==> src/rtl/memPkg.sv <==
`default_nettype none

package memPkg;

    localparam int xLen = 32;
    localparam int byteWidth = 8;
    localparam int ramAddrWidth = 10;

    typedef enum logic [1:0] {
        lenByte = 2'b00,
        lenHalf = 2'b01,
        lenWord = 2'b10
    } accessLen_t;

    typedef enum logic [1:0] {
        stIdle      = 2'b00,
        stReadInst  = 2'b01,
        stReadData  = 2'b10,
        stWriteData = 2'b11
    } arbState_t;

    // data side reports 01, fetch side 10
    typedef enum logic [1:0] {
        ownNone  = 2'b00,
        ownData  = 2'b01,
        ownFetch = 2'b10
    } owner_t;

    // byte stages 0 to 4
    typedef logic [2:0] stage_t;

    function automatic stage_t bytesOf(input accessLen_t len);
        case (len)
            lenByte: return 3'd1;
            lenHalf: return 3'd2;
            default: return 3'd4;
        endcase
    endfunction

endpackage

`default_nettype wire
==> src/rtl/byteLane.sv <==
`timescale 1ns/1ps
`default_nettype none

module byteLane (
    input  logic clk,
    input  logic rst,
    input  logic capture,
    input  logic captureData,
    input  logic [memPkg::xLen-1:0] dataWrData,
    input  memPkg::stage_t stage,
    input  logic collect,
    input  logic clearWord,
    input  logic [memPkg::byteWidth-1:0] readByte,
    output logic [memPkg::byteWidth-1:0] writeByte,
    output logic [memPkg::xLen-1:0] word
);
    import memPkg::*;

    logic [xLen-1:0] storeData;
    logic [xLen-1:0] wordReg;
    logic [xLen-1:0] assembled;
    logic [1:0] collectLane;

    // byte read in stage s belongs to lane s-1
    assign collectLane = stage[1:0] - 2'd1;

    always_comb begin
        assembled = wordReg;
        if (collect) begin
            assembled[collectLane*byteWidth +: byteWidth] = readByte;
        end
    end

    // last byte is merged on the fly so done and word line up
    assign word = assembled;

    always_ff @(posedge clk) begin
        if (capture && captureData) begin
            storeData <= dataWrData;
        end
    end

    // uncollected lanes stay zero for zero-extension
    always_ff @(posedge clk) begin
        if (rst) begin
            wordReg <= '0;
        end else if (capture || clearWord) begin
            wordReg <= '0;
        end else if (collect) begin
            wordReg <= assembled;
        end
    end

    assign writeByte = storeData[stage[1:0]*byteWidth +: byteWidth];

endmodule

`default_nettype wire

==> config.mk <==
export PLATFORM = sky130hd
export DESIGN_NAME = byteLane
export DESIGN_NICKNAME = d
export VERILOG_FILES = /design/src/rtl/memPkg.sv /design/src/rtl/byteLane.sv
export SDC_FILE = /design/constraint.sdc
export NUM_CORES = 1
export LEC_CHECK = 0
export ABC_AREA = 1
export BUFFER_PORTS_ARGS = -buffer_cell sky130_fd_sc_hd__buf_2
export CORE_UTILIZATION = 45
export DETAILED_ROUTE_END_ITERATION = 6
export PLACE_DENSITY = 0.74
export SETUP_SLACK_MARGIN = 0.5
export SLEW_MARGIN = 20
export SYNTH_ARGS = -nofsm -noshare
export SYNTH_HDL_FRONTEND = slang
export SYNTH_SLANG_ARGS = --single-unit
==> constraint.sdc <==
create_clock -name clk -period 1.6 [get_ports clk]
set_input_delay 0.32 -clock clk [delete_from_list [all_inputs] [get_ports clk]]
set_output_delay 0.32 -clock clk [all_outputs]
set_load 0.01 [all_outputs]
======== Word-level counts from Yosys, hierarchy flattened ========
Index checks and enable logic that the tools add are counted.
word-level totals
  register bits after elaboration ......... 64
  bits in latches ......................... 0
  memory bits (writable) .................. 0
  memory bits (read-only) ................. 0
  input port bits ......................... 49
  output and inout bits ................... 40
  logic and storage cells ................. 12
  memories kept ........................... 0
cells by class
  add/subtract/negate cells ............... 2
  multipliers ............................. 0
  div/mod/pow operators ................... 0
  $lt $le $gt $ge ......................... 0
  equal/unequal tests ..................... 0
  shifts and indexed selects .............. 3
  mux-type cells .......................... 2
  bitwise gates (word level) .............. 0
  reduce and logical (&&, ||, !) cells .... 3
operators with widths
  kind                       number
  $neg A5 Y34                1
  $shift A8 B34 Y32 const A  1
  $shiftx A8 B34 Y32         1
  $bwmux W32                 1
  $mux W32                   1
  $shiftx A32 B6 Y8          1
  $reduce_or A2 Y1           1
  $sub A2 B1 Y2 const B      1
  $logic_and A1 B1 Y1        1
  $logic_or A1 B1 Y1         1

======== Logic depth before layout (Yosys ltp) ========
Gate-level depths: netlist of run 1.
  depth after elaboration ................. 5
  gate-level depth with buffers ........... 8
  depth with buffers taken out ............ 7

======== Worst setup path after synthesis of run 1 ========
Ideal clock, no wire load.
  path kind ............................... input -> output
  start ................................... input port stage[0]
  end ..................................... output port word[16] (netlist bit)
  arrival time ............................ 1.408 ns
  data required time ...................... 1.280 ns
  setup slack ............................. -0.128 ns
  cell stages on the path ................. 8
  path buffers ............................ 1
  cell sequence ........................... inv_2 buf_2 ha_1 inv_2 nand2_1 nor2_4 nand3_1 nand2_1
on the way
  longest elaborated chain between the ends .. 5
  elaborated cells between the ends (all ways) .. 6
  those cells by class .................... add/sub: 2; shift: 2; mux: 2
ends and longest elaborated chain
  element                                                         RTL line        source
  from (decl)                                                     byteLane.sv:10  input memPkg::stage_t stage,
  $sub A2 B1 Y2 (*)                                               byteLane.sv:25  assign collectLane = stage[1:0] - 2'd1;
  $neg A5 Y34 (*)                                                 byteLane.sv:30  assembled[collectLane*byteWidth +: byteWidth] = readByte;
  $shiftx A8 B34 Y32 / $shift A8 B34 Y32 (equally long branches)  byteLane.sv:30
  $bwmux W32 (*)                                                  byteLane.sv:30
  $mux W32 (*)                                                    byteLane.sv:29  if (collect) begin
  to (decl)                                                       byteLane.sv:15  output logic [memPkg::xLen-1:0] word
Every way passes the cells marked *; elsewhere a longest branch is shown, timed or not.

======== Worst setup path after layout of run 1 ========
  start ................................... input port stage[1]
  end ..................................... output port word[29] (netlist bit)
The elaborated chain is that of the path after synthesis.

==> results of run 1 <==
[worst max-delay path, stage by stage]
cell        delay [ns]
buf_8             0.08
clkinvlp_4        0.12
ha_4              0.25
buf_6             0.12
nor2_4            0.19
nand4_1           0.19
nand2_1           0.15
buf_2             0.16
[logic make-up after synthesis]
kind of cell             count (synthesis)  synth area share, %
AND/OR/NAND/NOR                        135                 21.3
flip-flops                              64                 57.6
AO/OA/AOI/OAI                           56                 14.5
adder cells (fa/ha/maj)                  5                 2.25
buffers and inverters                   19                 4.37
[cell type report]
type	instances	area, sq um
flip-flops and latches	64	1600
fillers	299	908
diodes	1	2.50
repair buffers	189	1500
multi-input cells	196	1540
clock inverters	7	103
clock buffers	9	124
repair inverters	1	3.75
inverters	10	72.6
well taps	75	93.8
[registers in the layout, summed over array words and instances (netlist names)]
| signal | flops |
|---|---|
| storeData | 32 |
| wordReg | 32 |
[worst max path at each step]
stage	startpoint	slack, ns	to	depth (start not counted)
3_3_place_gp	stage[1]	-0.28	word[6]	8
6_report	stage[1]	-0.30	word[29]	8
3_5_place_dp	stage[1]	-0.32	word[6]	8
5_1_grt	stage[1]	-0.32	word[29]	8
2_1_floorplan	stage[1]	-0.01	word[1]	6
4_1_cts	stage[1]	-0.24	word[19]	9
[cell usage after synthesis]
| cell type | instances | area (sq um) |
|---|---|---|
| nand2_1 | 78 | 293 |
| nand3b_1 | 6 | 45.0 |
| inv_2 | 6 | 22.5 |
| inv_1 | 4 | 15.0 |
| buf_8 | 3 | 45.0 |
| edfxtp_1 | 32 | 961 |
| o21ai_0 | 13 | 65.1 |
| nand2_2 | 2 | 12.5 |
| nor3_1 | 1 | 5.00 |
| ha_1 | 5 | 62.6 |
| a21oi_1 | 2 | 10.0 |
| nor2_2 | 3 | 18.8 |
| dfxtp_1 | 32 | 641 |
| buf_6 | 1 | 11.3 |
| o21ai_1 | 3 | 15.0 |
| a21oi_2 | 30 | 263 |
| buf_2 | 4 | 20.0 |
| nand3_1 | 18 | 90.1 |
| or3_1 | 1 | 6.26 |
| o22ai_1 | 8 | 50.1 |
| nand4_1 | 6 | 37.5 |
| nor2_1 | 19 | 71.3 |
| buf_4 | 1 | 7.51 |
| nor2_4 | 1 | 11.3 |
[stage by stage]
| stage | power [W] | utilization, % | hold WS (ns) | instance area (sq um) |
|---|---|---|---|---|
| floorplan | 0.00204 | - | 0.419 | 2980 |
| global placement | 0.00220 | 66.4 | 0.459 | 3950 |
| detailed placement | 0.00222 | 66.4 | 0.476 | 3950 |
| CTS | 0.00386 | 78.4 | 0.130 | 4670 |
| global route | 0.00409 | 84.7 | 0.117 | 5050 |
| finish | 0.00399 | 84.7 | 0.130 | 5050 |
[timing repair]
item | in CTS | in global routing
setup endpoints to repair | 72 | 72
hold buffers | 0 | 0
gates resized for setup | 86 | 56
pin swaps | 28 | 35
cloned | 2 | 0
buffers inserted | 19 | 12
[power by group]
group | switching (W) | leakage (nW) | total, W | internal (W)
registers | 0.0000231 | 0.558 | 0.00181 | 0.00178
logic | 0.000323 | 1.47 | 0.000558 | 0.000235
clock network | 0.000729 | 0.110 | 0.00162 | 0.000893
total | 0.00108 | 2.14 | 0.00399 | 0.00291
[routing by layer]
layer / vias up / part of all wire, % / GRT usage [%]
met3: 83 / 8.2 / 7.84
li1: 1355 / - / -
met2: 197 / 49 / 50.9
met5: - / 0 / 0
met1: 1485 / 36 / 30.4
met4: 0 / 6.7 / 12.0
==> out/metrics.yaml, run 1 <==
outcome: "finished with violations"
violations: "setup timing"
worstSkewPairLatency_ns: 0.35
rsz0062_at_grt: "yes"
grt_overflow_total: 0
layout_commonest_cell: "buf_4"
syn_inst: 279
synth_fp_nets: 333
root_buffer: "clkbuf_8"
drv_slew: 0
period_minus_slack_ns: 1.90
critPathCaptureType: "output port"
hpwlAfterDp_mm: 5.06
r2r_cells: 3
seq_area_frac_synth_pct: 57.6
ys_seq_elements: 64
rows: 28
power_density_mw_per_mm2: 790
setup_violations: 33
yosys_warnings: 0
drive_gt1_share_pct: 68.3
firstDrtPassIters: 5
via_count: 3120
start_kind: "primary input"
grt_max_degree: 33
drt_iter0_drc: 173
die_h_um: 80.6
routed_wl_mm: 11.3
cp.arrival_ns: 1.58
fin_crit_sh_pct: 119
p_leak_nw: 2.14
hold_path_depth: 1
clk_path_buf_depth: 2
fin_setup_tns_ns: -6.92
antenna_found_initial: 1
skew_ns: 0
nets: 525
r2r_start: "wordReg[5]$_SDFFE_PP0P_"
layout_common_cells: "buf_4 (71), buf_2 (68), nand2_1 (54)"
maxCapViolCount: 0
place.port_buffers: 87
yosysUniqueCellTypes: 24
max-slew-margin-rel_pct: 83.3
r2r-end: "wordReg[5]$_SDFFE_PP0P_"
worst_ep_required_time_ns: 1.28
tightestPinTransition_ns: 0.251
netlist_area_sq_mm: 0.00278
wire_per_inst_um: 20.4
hold_end: "storeData[20]$_DFFE_PP_"
setup_ws_ns: -0.305
antenna_left: 0
start_util_pct: 46.7
clock-sinks: 64
hp-start: "dataWrData[20]"
die_w_um: 80.6
crit_path_max_fanout: 6
grt_pass1_wl_mm: 13.3
num_io_pins: 89
dp_slack_ns: -0.316
grtUsageTotal_pct: 28.1
area_growth_pct: 81.6
vias_per_cell: 5.65
stdcell_count: 552
grt_pass1_vias: 2810
synth.avg_cell_area_sq_um: 9.96
core-area_sq_mm: 0.00596
cts_tree: "done"
placed_cells: 502
clk_pin_slew_ns: 0.09
cts_htree_levels: 3
die_area_sq_mm: 0.00649
worstSetupPathType: "primary input to output port"
hold_path_class: "primary input to flip-flop"
ir_worst_vdd_mv: 0.805
place.gp.congestion: 0.833
numCtsBuffers: 9
route.detailed.drc: 0
fmax_mhz: 525
hold_violations: 0
r2r_setup_slack_ns: 0.65
No activity file was read; power rests on OpenSTA's default activity.
==> run 2: changes to the inputs <==
Settings changed: CORE_MARGIN from default to 4, CTS_CLUSTER_DIAMETER from default to 40, MAX_ROUTING_LAYER from default to met4.
==> out/metrics.yaml, run 2 (synthesis gave the netlist of run 1 again) <==
fmax_mhz: 535
skew_ns: 0
grt_overflow_total: 0
wire_per_inst_um: 18.7
die_area_sq_mm: 0.00750
place.gp.congestion: 0.832
start_util_pct: 46.7
drv_slew: 0
hold_violations: 0
critPathCaptureType: "output port"
p_total_w: 0.00361
busiest_layer: "met2"
hpwlAfterDp_mm: 5.42
grt_max_degree: 33
clk_pin_slew_ns: 0.07
intPower_w: 0.00259
start_kind: "primary input"
seqPwrFrac_pct: 50.1
setup_ws_ns: -0.270
firstDrtPassIters: 6
grtUsageMet3_pct: 4.94
crit_path_max_fanout: 10
worstSetupPathType: "primary input to output port"
grt_pass1_vias: 2907
cp-startpoint: "stage[1]"
maxCapViolCount: 0
violations: "setup timing"
cts_htree_levels: 3
critPathBufInv: 4
met2_usage_pct: 43.4
r2r_cells: 3
comb_power_share_pct: 15.5
crit_chain: "buf_8 > buf_4 > ha_1 > nand2_2 > nor2_4 > buf_6 > nand3_4 > nand2_2 > buf_6"
hold_path_class: "primary input to flip-flop"
critPathTopFamily: "buffers and inverters"
p_clk_share_pct: 34.4
core-area_sq_mm: 0.00596
hold_end: "storeData[23]$_DFFE_PP_"
outcome: "finished with violations"
fin_crit_sh_pct: 117
cts_tree: "done"
root_buffer: "clkbuf_8"
worstSkewPairLatency_ns: 0.35
r2r_start: "wordReg[25]$_SDFFE_PP0P_"
power_density_mw_per_mm2: 735
grt_pass1_wl_mm: 13.8
route.detailed.drc: 0
die_h_um: 86.6
hp-start: "dataWrData[23]"
drive_gt1_share_pct: 66.7
tightestPinTransition_ns: 0.265
r2r_setup_slack_ns: 0.80
numCtsBuffers: 9
ir_worst_vdd_mv: 0.722
routed_wl_mm: 10.2
postLayoutCoreUtil_pct: 82.5
antenna_left: 0
worst_ep_required_time_ns: 1.28
antenna_found_initial: 1
fin_setup_tns_ns: -6.78
holdBufCountCts: 0
largestRegisters: "storeData (32), wordReg (32)"
area_growth_pct: 76.8
critPathSlowestCell: "buf_4"
layout_commonest_cell: "buf_2"
vias_per_cell: 5.33
nets: 520
switching_share_pct: 28.3
max_stage_delay_ns: 0.22
layout_common_cells: "buf_2 (73), buf_4 (64), nand2_1 (61)"
period_minus_slack_ns: 1.87
clock-sinks: 64
fin_area_sq_mm: 0.00491
num_io_pins: 89
rsz0062_at_grt: "yes"
grtUsageTotal_pct: 25.1
hold_path_depth: 1
met1_usage_pct: 27.4
p_leak_nw: 2.10
place.port_buffers: 87
max-slew-margin-rel_pct: 82.3
hold_ws_ns: 0.141
clk_path_buf_depth: 2
drt_iter0_drc: 232
via_count: 2917
place_area_sq_mm: 0.00397
setup_violations: 33
rows: 28
r2r-end: "wordReg[25]$_SDFFE_PP0P_"
cp.arrival_ns: 1.55
die_w_um: 86.6
switchingPower_w: 0.00102
-- run 2: repair_timing --
item                                    in CTS  in global routing
pin swaps                                   31                 21
gates resized for setup                     89                 41
cloned                                       2                  0
endpoints found under the setup margin      72                 71
buffers inserted                            15                  9
-- run 2: how the worst max path moves through the flow --
stage               end  cells past startpoint
4_1_cts        word[19]                     10
6_report       word[21]                      9
5_1_grt        word[25]                      8
3_5_place_dp   word[21]                      9
3_3_place_gp   word[17]                      9
2_1_floorplan   word[1]                      6
-- run 2: final cells by class --
cell class	instances	area, sq um
tap	75	93.8
antenna	1	2.50
fill	295	1040
clock inverter	7	47.5
inverter	10	60.1
multi-input combinational	196	1510
clock buffer	9	124
timing repair buffer	185	1470
sequential	64	1600
-- run 2: power by group through the flow --
stage               combinational [W]  sequential [W]  clock (W)
floorplan                    0.000215         0.00183          0
global placement             0.000379         0.00183          0
detailed placement           0.000388         0.00183          0
CTS                          0.000490         0.00180    0.00124
global route                 0.000588         0.00181    0.00134
finish                       0.000559         0.00181    0.00124
-- run 2: metal layers --
| metal | part of all wire (%) | vias to the layer above |
|---|---|---|
| met1 | 37 | 1395 |
| met3 | 6.8 | 31 |
| met4 | 3.5 | 0 |
| met5 | 0 | - |
| met2 | 52 | 147 |
| li1 | - | 1344 |
-- run 2: stage by stage --
stage | worst slack [ns] | instances
finish | -0.270 | 547
CTS | -0.175 | 537
global route | -0.338 | 547
floorplan | -0.00970 | 279
detailed placement | -0.313 | 504
global placement | -0.283 | 504
