===== src/rtl/memPkg.sv =====
`default_nettype none

package memPkg;

    localparam int xLen = 32;
    localparam int byteWidth = 8;
    localparam int ramAddrWidth = 10;

    typedef enum logic [1:0] {
        lenByte = 2'b00,
        lenHalf = 2'b01,
        lenWord = 2'b10
    } accessLen_t;

    typedef enum logic [1:0] {
        stIdle      = 2'b00,
        stReadInst  = 2'b01,
        stReadData  = 2'b10,
        stWriteData = 2'b11
    } arbState_t;

    // data side reports 01, fetch side 10
    typedef enum logic [1:0] {
        ownNone  = 2'b00,
        ownData  = 2'b01,
        ownFetch = 2'b10
    } owner_t;

    // byte stages 0 to 4
    typedef logic [2:0] stage_t;

    function automatic stage_t bytesOf(input accessLen_t len);
        case (len)
            lenByte: return 3'd1;
            lenHalf: return 3'd2;
            default: return 3'd4;
        endcase
    endfunction

endpackage

`default_nettype wire

===== src/rtl/memArbiter.sv =====
`timescale 1ns/1ps
`default_nettype none

module memArbiter (
    input  logic clk,
    input  logic rst,
    input  logic rdy,
    input  logic ioBufferFull,
    input  logic fetchEn,
    input  logic dataEn,
    input  logic dataStore,
    input  memPkg::accessLen_t dataLen,
    output logic capture,
    output logic captureData,
    output memPkg::stage_t stage,
    output logic collect,
    output logic clearWord,
    output logic writeEn,
    output logic fetchDone,
    output logic dataDone,
    output memPkg::owner_t fetchOwner,
    output memPkg::owner_t dataOwner
);
    import memPkg::*;

    arbState_t state;
    stage_t stageReg;
    accessLen_t len;
    stage_t endBytes;
    owner_t curOwner;
    logic advance;
    logic reading;
    logic readLast;
    logic writeLast;

    // the I/O buffer stall and the ready level freeze everything
    assign advance = rdy && !ioBufferFull;

    assign endBytes = bytesOf(len);
    assign reading = (state == stReadInst) || (state == stReadData);
    // a read collects its last byte one stage after the last address
    assign readLast = reading && (stageReg == endBytes);
    assign writeLast = (state == stWriteData) && (stageReg == endBytes - 3'd1);

    // frozen read repeats the previous address so the RAM output byte holds
    assign stage = (reading && !advance && (stageReg != 3'd0)) ? stageReg - 3'd1 : stageReg;

    // data side wins when both ask
    assign capture = advance && (state == stIdle) && (dataEn || fetchEn);
    assign captureData = dataEn;

    assign collect = advance && reading && (stageReg != 3'd0);
    assign clearWord = advance && readLast;
    assign writeEn = advance && (state == stWriteData);

    assign fetchDone = advance && readLast && (state == stReadInst);
    assign dataDone = advance && (((state == stReadData) && readLast) || writeLast);

    always_ff @(posedge clk) begin
        if (rst) begin
            state <= stIdle;
            stageReg <= 3'd0;
            len <= lenByte;
        end else if (advance) begin
            case (state)
                stIdle: begin
                    stageReg <= 3'd0;
                    if (dataEn) begin
                        state <= dataStore ? stWriteData : stReadData;
                        len <= dataLen;
                    end else if (fetchEn) begin
                        state <= stReadInst;
                        len <= lenWord;
                    end
                end
                stReadInst, stReadData: begin
                    if (readLast) begin
                        state <= stIdle;
                        stageReg <= 3'd0;
                    end else begin
                        stageReg <= stageReg + 3'd1;
                    end
                end
                stWriteData: begin
                    if (writeLast) begin
                        state <= stIdle;
                        stageReg <= 3'd0;
                    end else begin
                        stageReg <= stageReg + 3'd1;
                    end
                end
                default: state <= stIdle;
            endcase
        end
    end

    // owner drops back to none in the done cycle
    always_comb begin
        curOwner = ownNone;
        if (!(fetchDone || dataDone)) begin
            case (state)
                stReadInst: curOwner = ownFetch;
                stReadData, stWriteData: curOwner = ownData;
                default: curOwner = ownNone;
            endcase
        end
    end

    assign fetchOwner = curOwner;
    assign dataOwner = curOwner;

    // requesters drop their enable right after done
    doneFetchOnce: assert property (@(posedge clk) disable iff (rst)
        fetchDone |=> !fetchDone);
    doneDataOnce: assert property (@(posedge clk) disable iff (rst)
        dataDone |=> !dataDone);

    doneExclusive: assert property (@(posedge clk) disable iff (rst)
        !(fetchDone && dataDone));

endmodule

`default_nettype wire


===== config.mk =====
export PLATFORM = sky130hd
export DESIGN_NAME = memArbiter
export DESIGN_NICKNAME = d
export VERILOG_FILES = /design/src/rtl/memPkg.sv /design/src/rtl/memArbiter.sv
export SDC_FILE = /design/constraint.sdc
export NUM_CORES = 1
export LEC_CHECK = 0
export BUFFER_PORTS_ARGS = -buffer_cell sky130_fd_sc_hd__buf_2
export CORE_MARGIN = 2
export CORE_UTILIZATION = 46
export DETAILED_ROUTE_END_ITERATION = 8
export PLACE_DENSITY_LB_ADDON = 0.3
export SLEW_MARGIN = 10
export SYNTH_ARGS = -nofsm -noshare
export SYNTH_HDL_FRONTEND = slang
export SYNTH_SLANG_ARGS = --single-unit
export TNS_END_PERCENT = 50

===== constraint.sdc =====
create_clock -name clk -period 1.9 [get_ports clk]
set_input_delay 0.095 -clock clk [delete_from_list [all_inputs] [get_ports clk]]
set_output_delay 0.095 -clock clk [all_outputs]
set_load 0.005 [all_outputs]

Yosys cells after proc, flatten, opt, wreduce, memory -nomap -nowiden
Index checks and enable logic that the tools add are counted.
{ "op_classes": {"reduce_logical": 28, "n_addsub": 3, "mux": 15, "eq_ne": 9} }
{ "op_table": {"columns": ["operator", "n"], "rows": [
  ["1-bit logical AND", 14],
  ["2-bit two-way mux", 7],
  ["3-bit two-way mux", 3],
  ["3-bit one-hot mux with 3 select lines", 1],
  ["3-bit == test", 2],
  ["2-bit one-hot mux with 3 select lines", 1],
  ["3-bit one-hot mux with 2 select lines", 1],
  ["3-bit by 1-bit subtractor with 3-bit output, second input constant", 2],
  ["2-bit by 1-bit == test with 1-bit output, second input constant", 2],
  ["2-bit == test, second input constant", 2],
  ["2-bit zero test", 2],
  ["1-bit logical OR", 4],
  ["2-bit != test, second input constant", 2],
  ["2-bit one-hot mux with 2 select lines", 1],
  ["4-bit AND reduction", 1],
  ["2-bit OR reduction", 2],
  ["3-bit by 1-bit adder with 3-bit output, second input constant", 1],
  ["3-bit != test, second input constant", 1],
  ["3-bit AND reduction", 1],
  ["3-bit nonzero test", 1],
  ["1-bit zero test", 2],
  ["2-bit nonzero test", 1],
  ["1-bit two-way mux", 1]
]} }
{ "word_totals": {"in_bits": 9, "word_cells": 58, "ff_bits": 7} }

Logic depth before layout (Yosys ltp)
Gate-level depths: netlist of the first run.
{ "logic_depth": {"word_depth": 9, "depth_mapped": 8} }

Least setup slack after synthesis of the first run
OpenSTA, ideal clock, no wires.
{ "synth_timing": {"path_kind": "register -> register", "start": "reg len[0]", "end": "reg state[0]", "required_ns": 1.777, "setup_slack_ns": -0.134, "arrival_ns": 1.911, "setup_time_ns": 0.123, "path_stages_with_launch": 7, "synth_period_minus_slack_ns": 2.034, "cell_sequence": "dfxtp_1 or2_2 ha_1 xnor3_2 a41oi_2 a211oi_2 mux2_1"} }
{ "synth_via": {"elab_chain_cells": 7} }
{ "synth_rtl": {"columns": ["item", "line", "rtl"], "rows": [
  ["start, declared", "memArbiter.sv:28", "accessLen_t len;"],
  ["start signal, assigned", "memArbiter.sv:63", "len <= lenByte;"],
  ["start signal, assigned", "memArbiter.sv:70", "len <= dataLen;"],
  ["start signal, assigned", "memArbiter.sv:73", "len <= lenWord;"],
  ["2-bit by 1-bit == test with 1-bit output or 2-bit zero test (tied branches)", "memPkg.sv:33", "case (len)"],
  ["3-bit one-hot mux with 2 select lines *", "memPkg.sv:33", null],
  ["3-bit by 1-bit subtractor with 3-bit output", "memArbiter.sv:43", "assign writeLast = (state == stWriteData) && (stageReg == endBytes - 3'd1);"],
  ["3-bit == test", "memArbiter.sv:43", null],
  ["1-bit logical AND", "memArbiter.sv:43", null],
  ["2-bit != test (no line)", null, null],
  ["4-bit AND reduction (no line) *", null, null],
  ["end signal, assigned", "memArbiter.sv:61", "state <= stIdle;"],
  ["end signal, assigned", "memArbiter.sv:69", "state <= dataStore ? stWriteData : stReadData;"],
  ["end signal, assigned", "memArbiter.sv:72", "state <= stReadInst;"],
  ["end, declared", "memArbiter.sv:26", "arbState_t state;"]
]} }
Mark *: on every way between the ends. The rest lies on a longest branch, timed or not.
A chain may end at the register's enable or synchronous reset.

Worst setup path in the final report of the first run
{ "layout_timing": {"start": "reg len[1]", "end": "out fetchOwner[0]"} }
{ "layout_via": {"elab_chain_cells": 9} }
{ "layout_rtl": {"columns": ["item", "line", "rtl"], "rows": [
  ["2-bit by 1-bit == test with 1-bit output or 2-bit zero test (tied branches)", "memPkg.sv:33", null],
  ["3-bit one-hot mux with 2 select lines *", "memPkg.sv:33", null],
  ["3-bit by 1-bit subtractor with 3-bit output or 3-bit == test (tied branches)", "memArbiter.sv:43, memArbiter.sv:42", null],
  ["3-bit == test or 1-bit logical AND (tied branches)", "memArbiter.sv:43, memArbiter.sv:42", null],
  ["1-bit logical AND (on tied branches)", "memArbiter.sv:43, memArbiter.sv:57", null],
  ["1-bit logical OR", "memArbiter.sv:57", "assign dataDone = advance && (((state == stReadData) && readLast) || writeLast);"],
  ["1-bit logical AND", "memArbiter.sv:57", null],
  ["1-bit logical OR *", "memArbiter.sv:100", "if (!(fetchDone || dataDone)) begin"],
  ["2-bit two-way mux *", "memArbiter.sv:100", null],
  ["end, declared", "memArbiter.sv:21", "output memPkg::owner_t fetchOwner,"]
]} }
Marks and branches as above.

==> results of run 1 <==
placed cells by master, fill, tap and decap left out, types with 2 or more instances in the layout:
cell type and n:
ha_1 8, and3_1 2, buf_4 14, ha_4 2
buf_2 22, nor3_1 3, nand3_1 2, nor2b_1 2
nor2_1 6, dfxtp_1 5, xnor2_1 2, nand2b_1 3
nand2_1 4, a21oi_1 2, inv_1 12, dfxtp_2 2
nand4_1 2, o21ai_0 3, a21o_1 2, a31oi_1 2
nand3b_1 2, clkbuf_4 3, o32ai_1 3
routing by layer:
metal / wire [um] / vias to the layer above
li1: - / 431
met1: 996 / 416
met2: 1200 / 37
met3: 122 / 0
met4: 0 / 0
met5: 0 / -
worst min-delay path, cell delays in order:
cell	delay [ns]
buf_2	0.12
nand3b_1	0.07
mux2i_1	0.06
logic make-up after synthesis:
kind of cell | after synthesis | synth area share [%]
xor+xnor | 5 | 6.98
compound gates | 22 | 19.9
buf+inv | 18 | 10.3
flops | 7 | 16.6
simple gates | 38 | 27.3
mux | 2 | 2.53
fa+ha+maj | 11 | 16.3
final cells by class:
cell class,instances,area share [%]
Clock buffer,4,2.22
Multi-Input combinational cell,78,61.1
Inverter,12,3.80
Sequential cell,7,12.0
Timing Repair Buffer,36,18.2
Tap cell,25,2.64
per-stage QoR:
stage                     TNS [ns]  power [mW]  instances  hold slack, ns
after floorplan                  0       0.273        103           0.249
after CTS                   -0.592       0.496        162           0.138
after global routing         -1.55       0.533        162           0.156
final                       -0.721       0.504        162           0.153
after detailed placement         0       0.323        154           0.403
after global placement           0       0.317        154           0.391
power by group:
group	internal, mW	total (mW)	switching [mW]
Sequential	0.153	0.159	0.00635
Combinational	0.102	0.210	0.109
Clock	0.0801	0.135	0.0544
repair_timing:
action                                  4_1_cts  5_1_grt
resized for setup                            13        2
hold buffers                                  0        0
endpoints found under the setup margin        6       10
pin swaps                                     8        2
setup buffers                                 4        0
worst paths after layout:
| kind | startpoint | endpoint | slack [ns] | cells after the start |
|---|---|---|---|---|
| setup / recovery | len[1] | fetchOwner[0] | -0.13 | 7 |
| hold / removal | dataEn | state[1] | 0.15 | 3 |
| setup reg to reg | len[1] | state[0] | -0.06 | 7 |
| hold reg to reg | len[0] | len[0] | 0.47 | 2 |
flip-flops by register name, indices dropped and copies added (netlist names):
name and flops:
len 2, stageReg 3, state 2
==> results.yml, run 1 <==
status:
  status: "complete, but fails checks"
  violations: "negative setup slack"
drt:
  first_iter_violations: 24
  viasPerCell: 5.46
  drt-total-wl_mm: 2.32
  drc: 0
  wl_per_cell_um: 14.3
  ant_nets: 0
  dr.pass1.iters: 4
  vias: 884
setup_path:
  worstPathArrival_ns: 1.93
  critPathCaptureType: "output pin"
  path_buf_inv: 1
  crit_path_max_incr_delay_ns: 0.33
  critPathTopFamily: "simple AND/OR/NAND/NOR gates"
  worstSetupPathType: "flop to output pin"
  critPathSlowestCell: "dfxtp_2"
  cp-start-kind: "flop"
  worst_ep_required_time_ns: 1.80
  crit_path_cell_trace: "or2_4 -> ha_4 -> xnor2_4 -> nand3_4 -> nor4_4 -> o32ai_2 -> buf_2"
  path_max_fanout: 4
clock_tree:
  clk_pin_slew_worst_paths_ns: 0.06
  numClockSinks: 7
  cts_tree: "built"
  htree_levels: 1
  cts_buffers: 3
  clk_latency_ns: 0.25
  cts_max_path_buffers: 2
  clock-root-buffer: "clkbuf_4"
sta:
  drv_slew: 0
  hold_viol_final: 0
  fin_crit_ns: 2.03
  rsz0062_at_grt: "yes"
  worst_slew_pin_slew_ns: 0.567
  fmax_mhz: 493
  worst_slack_ns: -0.130
  slew_headroom_pct: 62.1
  fin_skew_ns: 0.00607
  setup_viol_count_final: 8
  finalCritPeriodShare_pct: 107
synthesis:
  synth_edf_count: 0
  yosysWarnings: 0
  ys_seq_area_share_pct: 16.6
  synth_most_common_cell: "inv_1"
  ys_top_cells_by_area: "dfxtp_1 17%, ha_1 16%, inv_1 5.3%"
  synth_top_area_share_pct: 16.6
  synthArstFlopShare_pct: 0
  synth_cell_types: 41
  yosys_most_used_dff: "dfxtp_1"
  netlist_area_um2: 842
  synth_top_cell_by_area: "dfxtp_1"
  yosys-top-cells-count: "12 x inv_1, 11 x ha_1, 7 x dfxtp_1"
  synthCells: 103
  syn_nets: 123
  avgSynthCellArea_um2: 8.18
  ys_ff_latch: 7
grt:
  grt_pass1_wl_mm: 3.37
  grt_max_degree: 13
  grt_use_total_pct: 21.9
  grt_pass1_vias: 741
  met3_usage_pct: 2.31
  grt_use_met1_pct: 28.9
  antenna_found_initial: 0
  busiest_layer: "met2"
  grt-ovfl-total: 0
  met2_usage_pct: 38.4
final_layout:
  multi_input_area_um2: 724
  fin_nets: 158
  seqCellArea_um2: 143
  area_growth_pct: 40.7
  drive_gt1_share_pct: 43.1
  stdcell_area_um2: 1180
  antennaDiodeCount: 0
  fill_cells: 139
  utilization_pct: 68.6
placement:
  gp_congestion: 0.796
  placed_area_um2: 1050
  dpl.hpwl_mm: 1.69
  port_buffers: 22
  preCtsSetupSlack_ns: 0.0139
die:
  rows: 15
  dieWidth_um: 46.8
  die_area_um2: 2190
  core_um2: 1730
  start_util_pct: 48.8
  die_y_um: 46.8
  pin_count: 23
job:
  drv_cap: 0
pwr:
  p_per_area_nw_per_um2: 426
  peakVddDrop_v: 0.000372
  p_leak_nw: 0.524
worst_hold_path:
  hp-class: "input pin to flop"
No activity file was read; power rests on OpenSTA's default activity.
==> run 2: changes to the inputs <==
- ABC_AREA: unset -> 1
- CORE_UTILIZATION: 46 -> 45
==> run 2 against run 1 <==
The flow now finishes without violations. Combinational power shrank 8%. Critical path depth rose by 5. Cell count down 2.5%. Register-to-register slack improved by 0.42 ns. Highest routed layer is now met4.
==> results.yml, run 2 <==
final_layout:
  fill_cells: 170
  fin_nets: 162
  mostFrequentLayoutCells: "22 x nand2_1, 22 x buf_2, 15 x inv_1, 11 x nor2_1, 9 x nand2_2"
  largest_register_ffs: 3
  area_growth_pct: 26.1
  antennaDiodeCount: 0
  drive_gt1_share_pct: 41.1
  largest_register: "stageReg"
  reg.largest.list: "stageReg x3, len x2, state x2"
sta:
  worst_slack_ns: 0.0713
  setup_viol_count_final: 0
  worst_slew_pin_slew_ns: 0.332
  drv_slew: 0
  fin_skew_ns: 0.00201
  finalCritPeriodShare_pct: 96.2
  slew_headroom_pct: 77.8
  fin_crit_ns: 1.83
  hold_viol_final: 0
  fmax_mhz: 547
  whs_ns: 0.0745
pwr:
  peakVddDrop_v: 0.000361
  p_per_area_nw_per_um2: 490
  p_leak_nw: 0.525
  power_uw: 483
synthesis:
  synth_cell_types: 21
  avgSynthCellArea_um2: 6.73
  yosysWarnings: 0
  synth_most_common_cell: "nand2_1"
  ys_seq_area_share_pct: 17.9
  synth_top_cell_by_area: "dfxtp_1"
  synth_top_area_share_pct: 17.9
  synthCells: 116
  synth_edf_count: 0
  ys_top_cells_by_area: "dfxtp_1 18%, ha_1 18%, nand2_1 12%"
  netlist_area_um2: 781
  synthArstFlopShare_pct: 0
  yosys_most_used_dff: "dfxtp_1"
  ys_ff_latch: 7
  yosys-top-cells-count: "24 x nand2_1, 17 x inv_1, 11 x ha_1, 11 x nor2_1, 9 x nand3_1"
  syn_nets: 136
die:
  die_area_um2: 2080
  start_util_pct: 46.7
  pin_count: 23
  core_um2: 1670
  rows: 15
  die_y_um: 45.7
  dieWidth_um: 45.7
drt:
  wl_per_cell_um: 11.1
  ant_nets: 0
  dr.pass1.iters: 4
  first_iter_violations: 12
  drc: 0
  viasPerCell: 4.95
  vias: 782
  drt-total-wl_mm: 1.75
placement:
  dpl.hpwl_mm: 1.35
  gp_congestion: 0.794
  port_buffers: 22
  preCtsSetupSlack_ns: 0.271
clock_tree:
  htree_levels: 1
  cts_tree: "built"
  numClockSinks: 7
  clk_pin_slew_worst_paths_ns: 0.05
  cts_max_path_buffers: 2
  cts_buffers: 3
  clk_latency_ns: 0.24
  clock-root-buffer: "clkbuf_4"
setup_path:
  worst_ep_required_time_ns: 1.80
  cp-start-kind: "flop"
  worstSetupPathType: "flop to output pin"
  worstPathArrival_ns: 1.73
  critPathCaptureType: "output pin"
  reg2reg_depth: 10
  path_max_fanout: 5
grt:
  grt-ovfl-total: 0
  grt_use_total_pct: 16.8
  grt_use_met1_pct: 21.6
  grt_max_degree: 9
  antenna_found_initial: 0
  grt_pass1_vias: 674
  grt_pass1_wl_mm: 2.62
  met2_usage_pct: 28.5
  busiest_layer: "met2"
  met3_usage_pct: 2.78
worst_hold_path:
  hp-class: "input pin to flop"
  min_path_cells: 2
status:
  status: "finished clean"
job:
  drv_cap: 0
[run 2: cell count changes after synthesis, sizes merged, moves of 3 or more]
cell,previous run,this run
nand2,4,32
inv,12,21
nand3,3,12
nor2,6,13
a21oi,2,6
o32ai,4,0
a31oi,3,0
nand2b,3,0
nor3,4,1
[run 2: final timing paths]
check,from,endpoint,slack (ns)
worst max-delay path,len[1],dataOwner[1],0.07
worst min-delay path,rst,stageReg[1],0.07
worst max register to register,len[1],state[1],0.36
worst min register to register,len[0],len[0],0.51
[run 2: final cells by class]
| type | count | area [um2] | share of cell area [%] |
|---|---|---|---|
| inverter | 21 | 78.8 | 8.01 |
| clock buffer | 4 | 26.3 | 2.67 |
| multi-input combinational | 85 | 589 | 59.8 |
| sequential | 7 | 144 | 14.6 |
| tap | 17 | 21.3 | 2.16 |
| timing repair buffer | 24 | 125 | 12.7 |
[run 2: logic make-up after synthesis]
| group | after synthesis | share of synthesized area [%] |
|---|---|---|
| flops | 7 | 17.9 |
| simple gates | 60 | 37.3 |
| buf+inv | 24 | 13.0 |
| fa+ha+maj | 11 | 17.6 |
| compound gates | 10 | 9.62 |
| xor+xnor | 4 | 4.49 |
[run 2: metrics by stage]
stage,utilization [%],std cells,setup TNS [ns],cell area (um2)
after CTS,54.8,156,0,916
after floorplan,-,116,0,781
after global placement,53.3,152,0,890
final,59.0,158,0,985
after global routing,59.0,158,-0.129,985
after detailed placement,53.3,152,0,890
[run 2: per-layer routing]
| layer | part of all wire [%] | vias up |
|---|---|---|
| met5 | 0 | - |
| met4 | 1.1 | 0 |
| met3 | 5.7 | 4 |
| met2 | 47 | 28 |
| met1 | 46 | 342 |
| li1 | - | 408 |
[run 2: timing repair]
action | in CTS | in global routing
resized for setup | 0 | 13
setup buffers | 0 | 2
endpoints found under the setup margin | 0 | 6
hold buffers | 0 | 0
[run 2: where the power goes]
part,internal (mW),switching (mW),leakage [nW],total (mW)
combinational,0.0807,0.113,0.452,0.194
sequential,0.153,0.00582,0.0577,0.159
clock,0.0799,0.0506,0.0150,0.131
[run 2: worst max-delay path: stages, from the launching register on]
cell and delay (ns):
dfxtp_1 0.30, inv_2 0.09, nand2_2 0.11, ha_4 0.18, inv_2 0.05, nand2_2 0.05
nand2_1 0.08, nand3_2 0.12, nor2_4 0.14, nand2_1 0.07, nand3_1 0.10, nor2_1 0.06
buf_2 0.12
==> run 3: changes to the inputs <==
- REMOVE_ABC_BUFFERS: unset -> 1
==> run 3 against run 2 <==
Sequential power barely moved. Largest cell class unchanged. Sequential cell count did not move. Hold slack lost 0.014 ns. Cell count stayed put. Highest routed layer unchanged. Largest power group unchanged. Fmax increased by 2.8%. Via count increased by 0.90%. Clock power up 6%. Combinational power is essentially flat. Critical path depth is the same.
==> results.yml, run 3 (synthesized netlist as in run 2, its figures left out) <==
status:
  status: "finished clean"
clock_tree:
  clk_pin_slew_worst_paths_ns: 0.06
  cts_buffers: 3
  cts_tree: "built"
  cts_max_path_buffers: 2
  clk_latency_ns: 0.26
  htree_levels: 1
  clock-root-buffer: "clkbuf_4"
  numClockSinks: 7
drt:
  first_iter_violations: 17
  drt-total-wl_mm: 1.70
  wl_per_cell_um: 10.8
  dr.pass1.iters: 4
  viasPerCell: 4.99
  vias: 789
  ant_nets: 0
  drc: 0
grt:
  antenna_found_initial: 0
  grt_pass1_vias: 670
  grt_use_total_pct: 17.9
  grt_max_degree: 9
  grt_pass1_wl_mm: 2.68
  grt-ovfl-total: 0
final_layout:
  final_common_cell: "buf_2"
  utilization_pct: 59.3
  mostFrequentLayoutCells: "22 x buf_2, 21 x nand2_1, 15 x inv_1, 11 x nor2_1, 9 x ha_1"
  stdcell_area_um2: 991
  fin_nets: 162
  reg.largest.list: "stageReg x3, len x2, state x2"
  largest_register: "stageReg"
  drive_gt1_share_pct: 41.8
  antennaDiodeCount: 0
  area_growth_pct: 26.9
  largest_register_ffs: 3
sta:
  slew_headroom_pct: 79.2
  worst_slew_pin_slew_ns: 0.312
  finalCritPeriodShare_pct: 93.7
  setup_viol_count_final: 0
  worst_slack_ns: 0.120
  rsz0062_at_grt: "no"
  fmax_mhz: 562
  fin_crit_ns: 1.78
  tns_ns: 0
  hold_viol_final: 0
  drv_slew: 0
  fin_skew_ns: 0.00659
setup_path:
  worst_ep_required_time_ns: 1.80
  critPathCaptureType: "output pin"
  worstSetupPathType: "flop to output pin"
  cp-start-kind: "flop"
  path_max_fanout: 5
  worstPathArrival_ns: 1.68
die:
  pin_count: 23
  die_y_um: 45.7
  rows: 15
  dieWidth_um: 45.7
  core_um2: 1670
  die_area_um2: 2080
  start_util_pct: 46.7
placement:
  dpl.hpwl_mm: 1.36
  gp_congestion: 0.829
  port_buffers: 22
  placed_area_um2: 890
  preCtsSetupSlack_ns: 0.284
job:
  drv_cap: 0
worst_hold_path:
  hp-class: "input pin to flop"
pwr:
  p_per_area_nw_per_um2: 495
  peakVddDrop_v: 0.000339
  p_leak_nw: 0.531
[run 3: cell count changes in the layout (fill, tap and decap cells not counted)]
cell      before  now
dfxtp_2        0    1
nand3_1        8    7
dfxtp_4        1    0
nand2_1       22   21
nand2_2        9    8
clkbuf_1       1    0
nand2_4        1    3
ha_1           8    9
nand3_2        4    5
clkinv_2       0    1
ha_2           1    0
xnor2_1        0    1
xnor2_2        1    0
[run 3: area by class of cell]
| cell class | instances | area, um2 |
|---|---|---|
| clock inverters | 1 | 5.00 |
| clock buffers | 3 | 22.5 |
| flip-flops and latches | 7 | 141 |
| multi-input cells | 85 | 597 |
| well taps | 17 | 21.3 |
| fillers | 163 | 679 |
| inverters | 21 | 78.8 |
| repair buffers | 24 | 125 |
[run 3: where the power goes]
part	switching, mW	internal (mW)	total (mW)
clock network	0.0616	0.0772	0.139
registers	0.00630	0.154	0.160
logic	0.112	0.0795	0.191
total	0.180	0.311	0.490
[run 3: layer usage]
layer  vias up  routed length [um]  global-route usage (%)
met5         -                   0                       0
met4         0                  30                    12.4
met3         4                  51                    1.19
met2        18                 802                    28.2
met1       360                 815                    23.0
li1        407                   -                       -
[run 3: through the flow]
step                std cells  total power, mW  hold WS, ns
global route              158            0.522       0.0644
global placement          152            0.322        0.331
finish                    158            0.490       0.0609
CTS                       156            0.472       0.0424
detailed placement        152            0.326        0.326
floorplan                 113            0.281        0.157
[run 3: final timing paths]
check | startpoint | to | slack (ns) | depth (start not counted)
hold / removal | rst | stageReg[2] | 0.06 | 2
setup reg to reg | len[1] | state[1] | 0.37 | 10
setup / recovery | len[1] | fetchOwner[0] | 0.12 | 12
hold reg to reg | len[0] | len[0] | 0.51 | 2
[run 3: repair_timing]
| action | in CTS | in global routing |
|---|---|---|
| buffers inserted | 0 | 2 |
| endpoints found under the setup margin | 4 | 6 |
| resized for setup | 4 | 10 |
| hold buffers | 0 | 0 |
| pin swaps | 1 | 2 |
[run 3: worst max-delay path, cell delays in order (launching register included)]
cell	delay (ns)
dfxtp_1	0.31
inv_2	0.12
nand2_4	0.09
ha_4	0.17
inv_2	0.06
nand2_2	0.05
nand2_1	0.08
nand3_2	0.11
nor2_4	0.13
nand2_2	0.07
nand3_2	0.08
nor2_1	0.05
buf_2	0.12
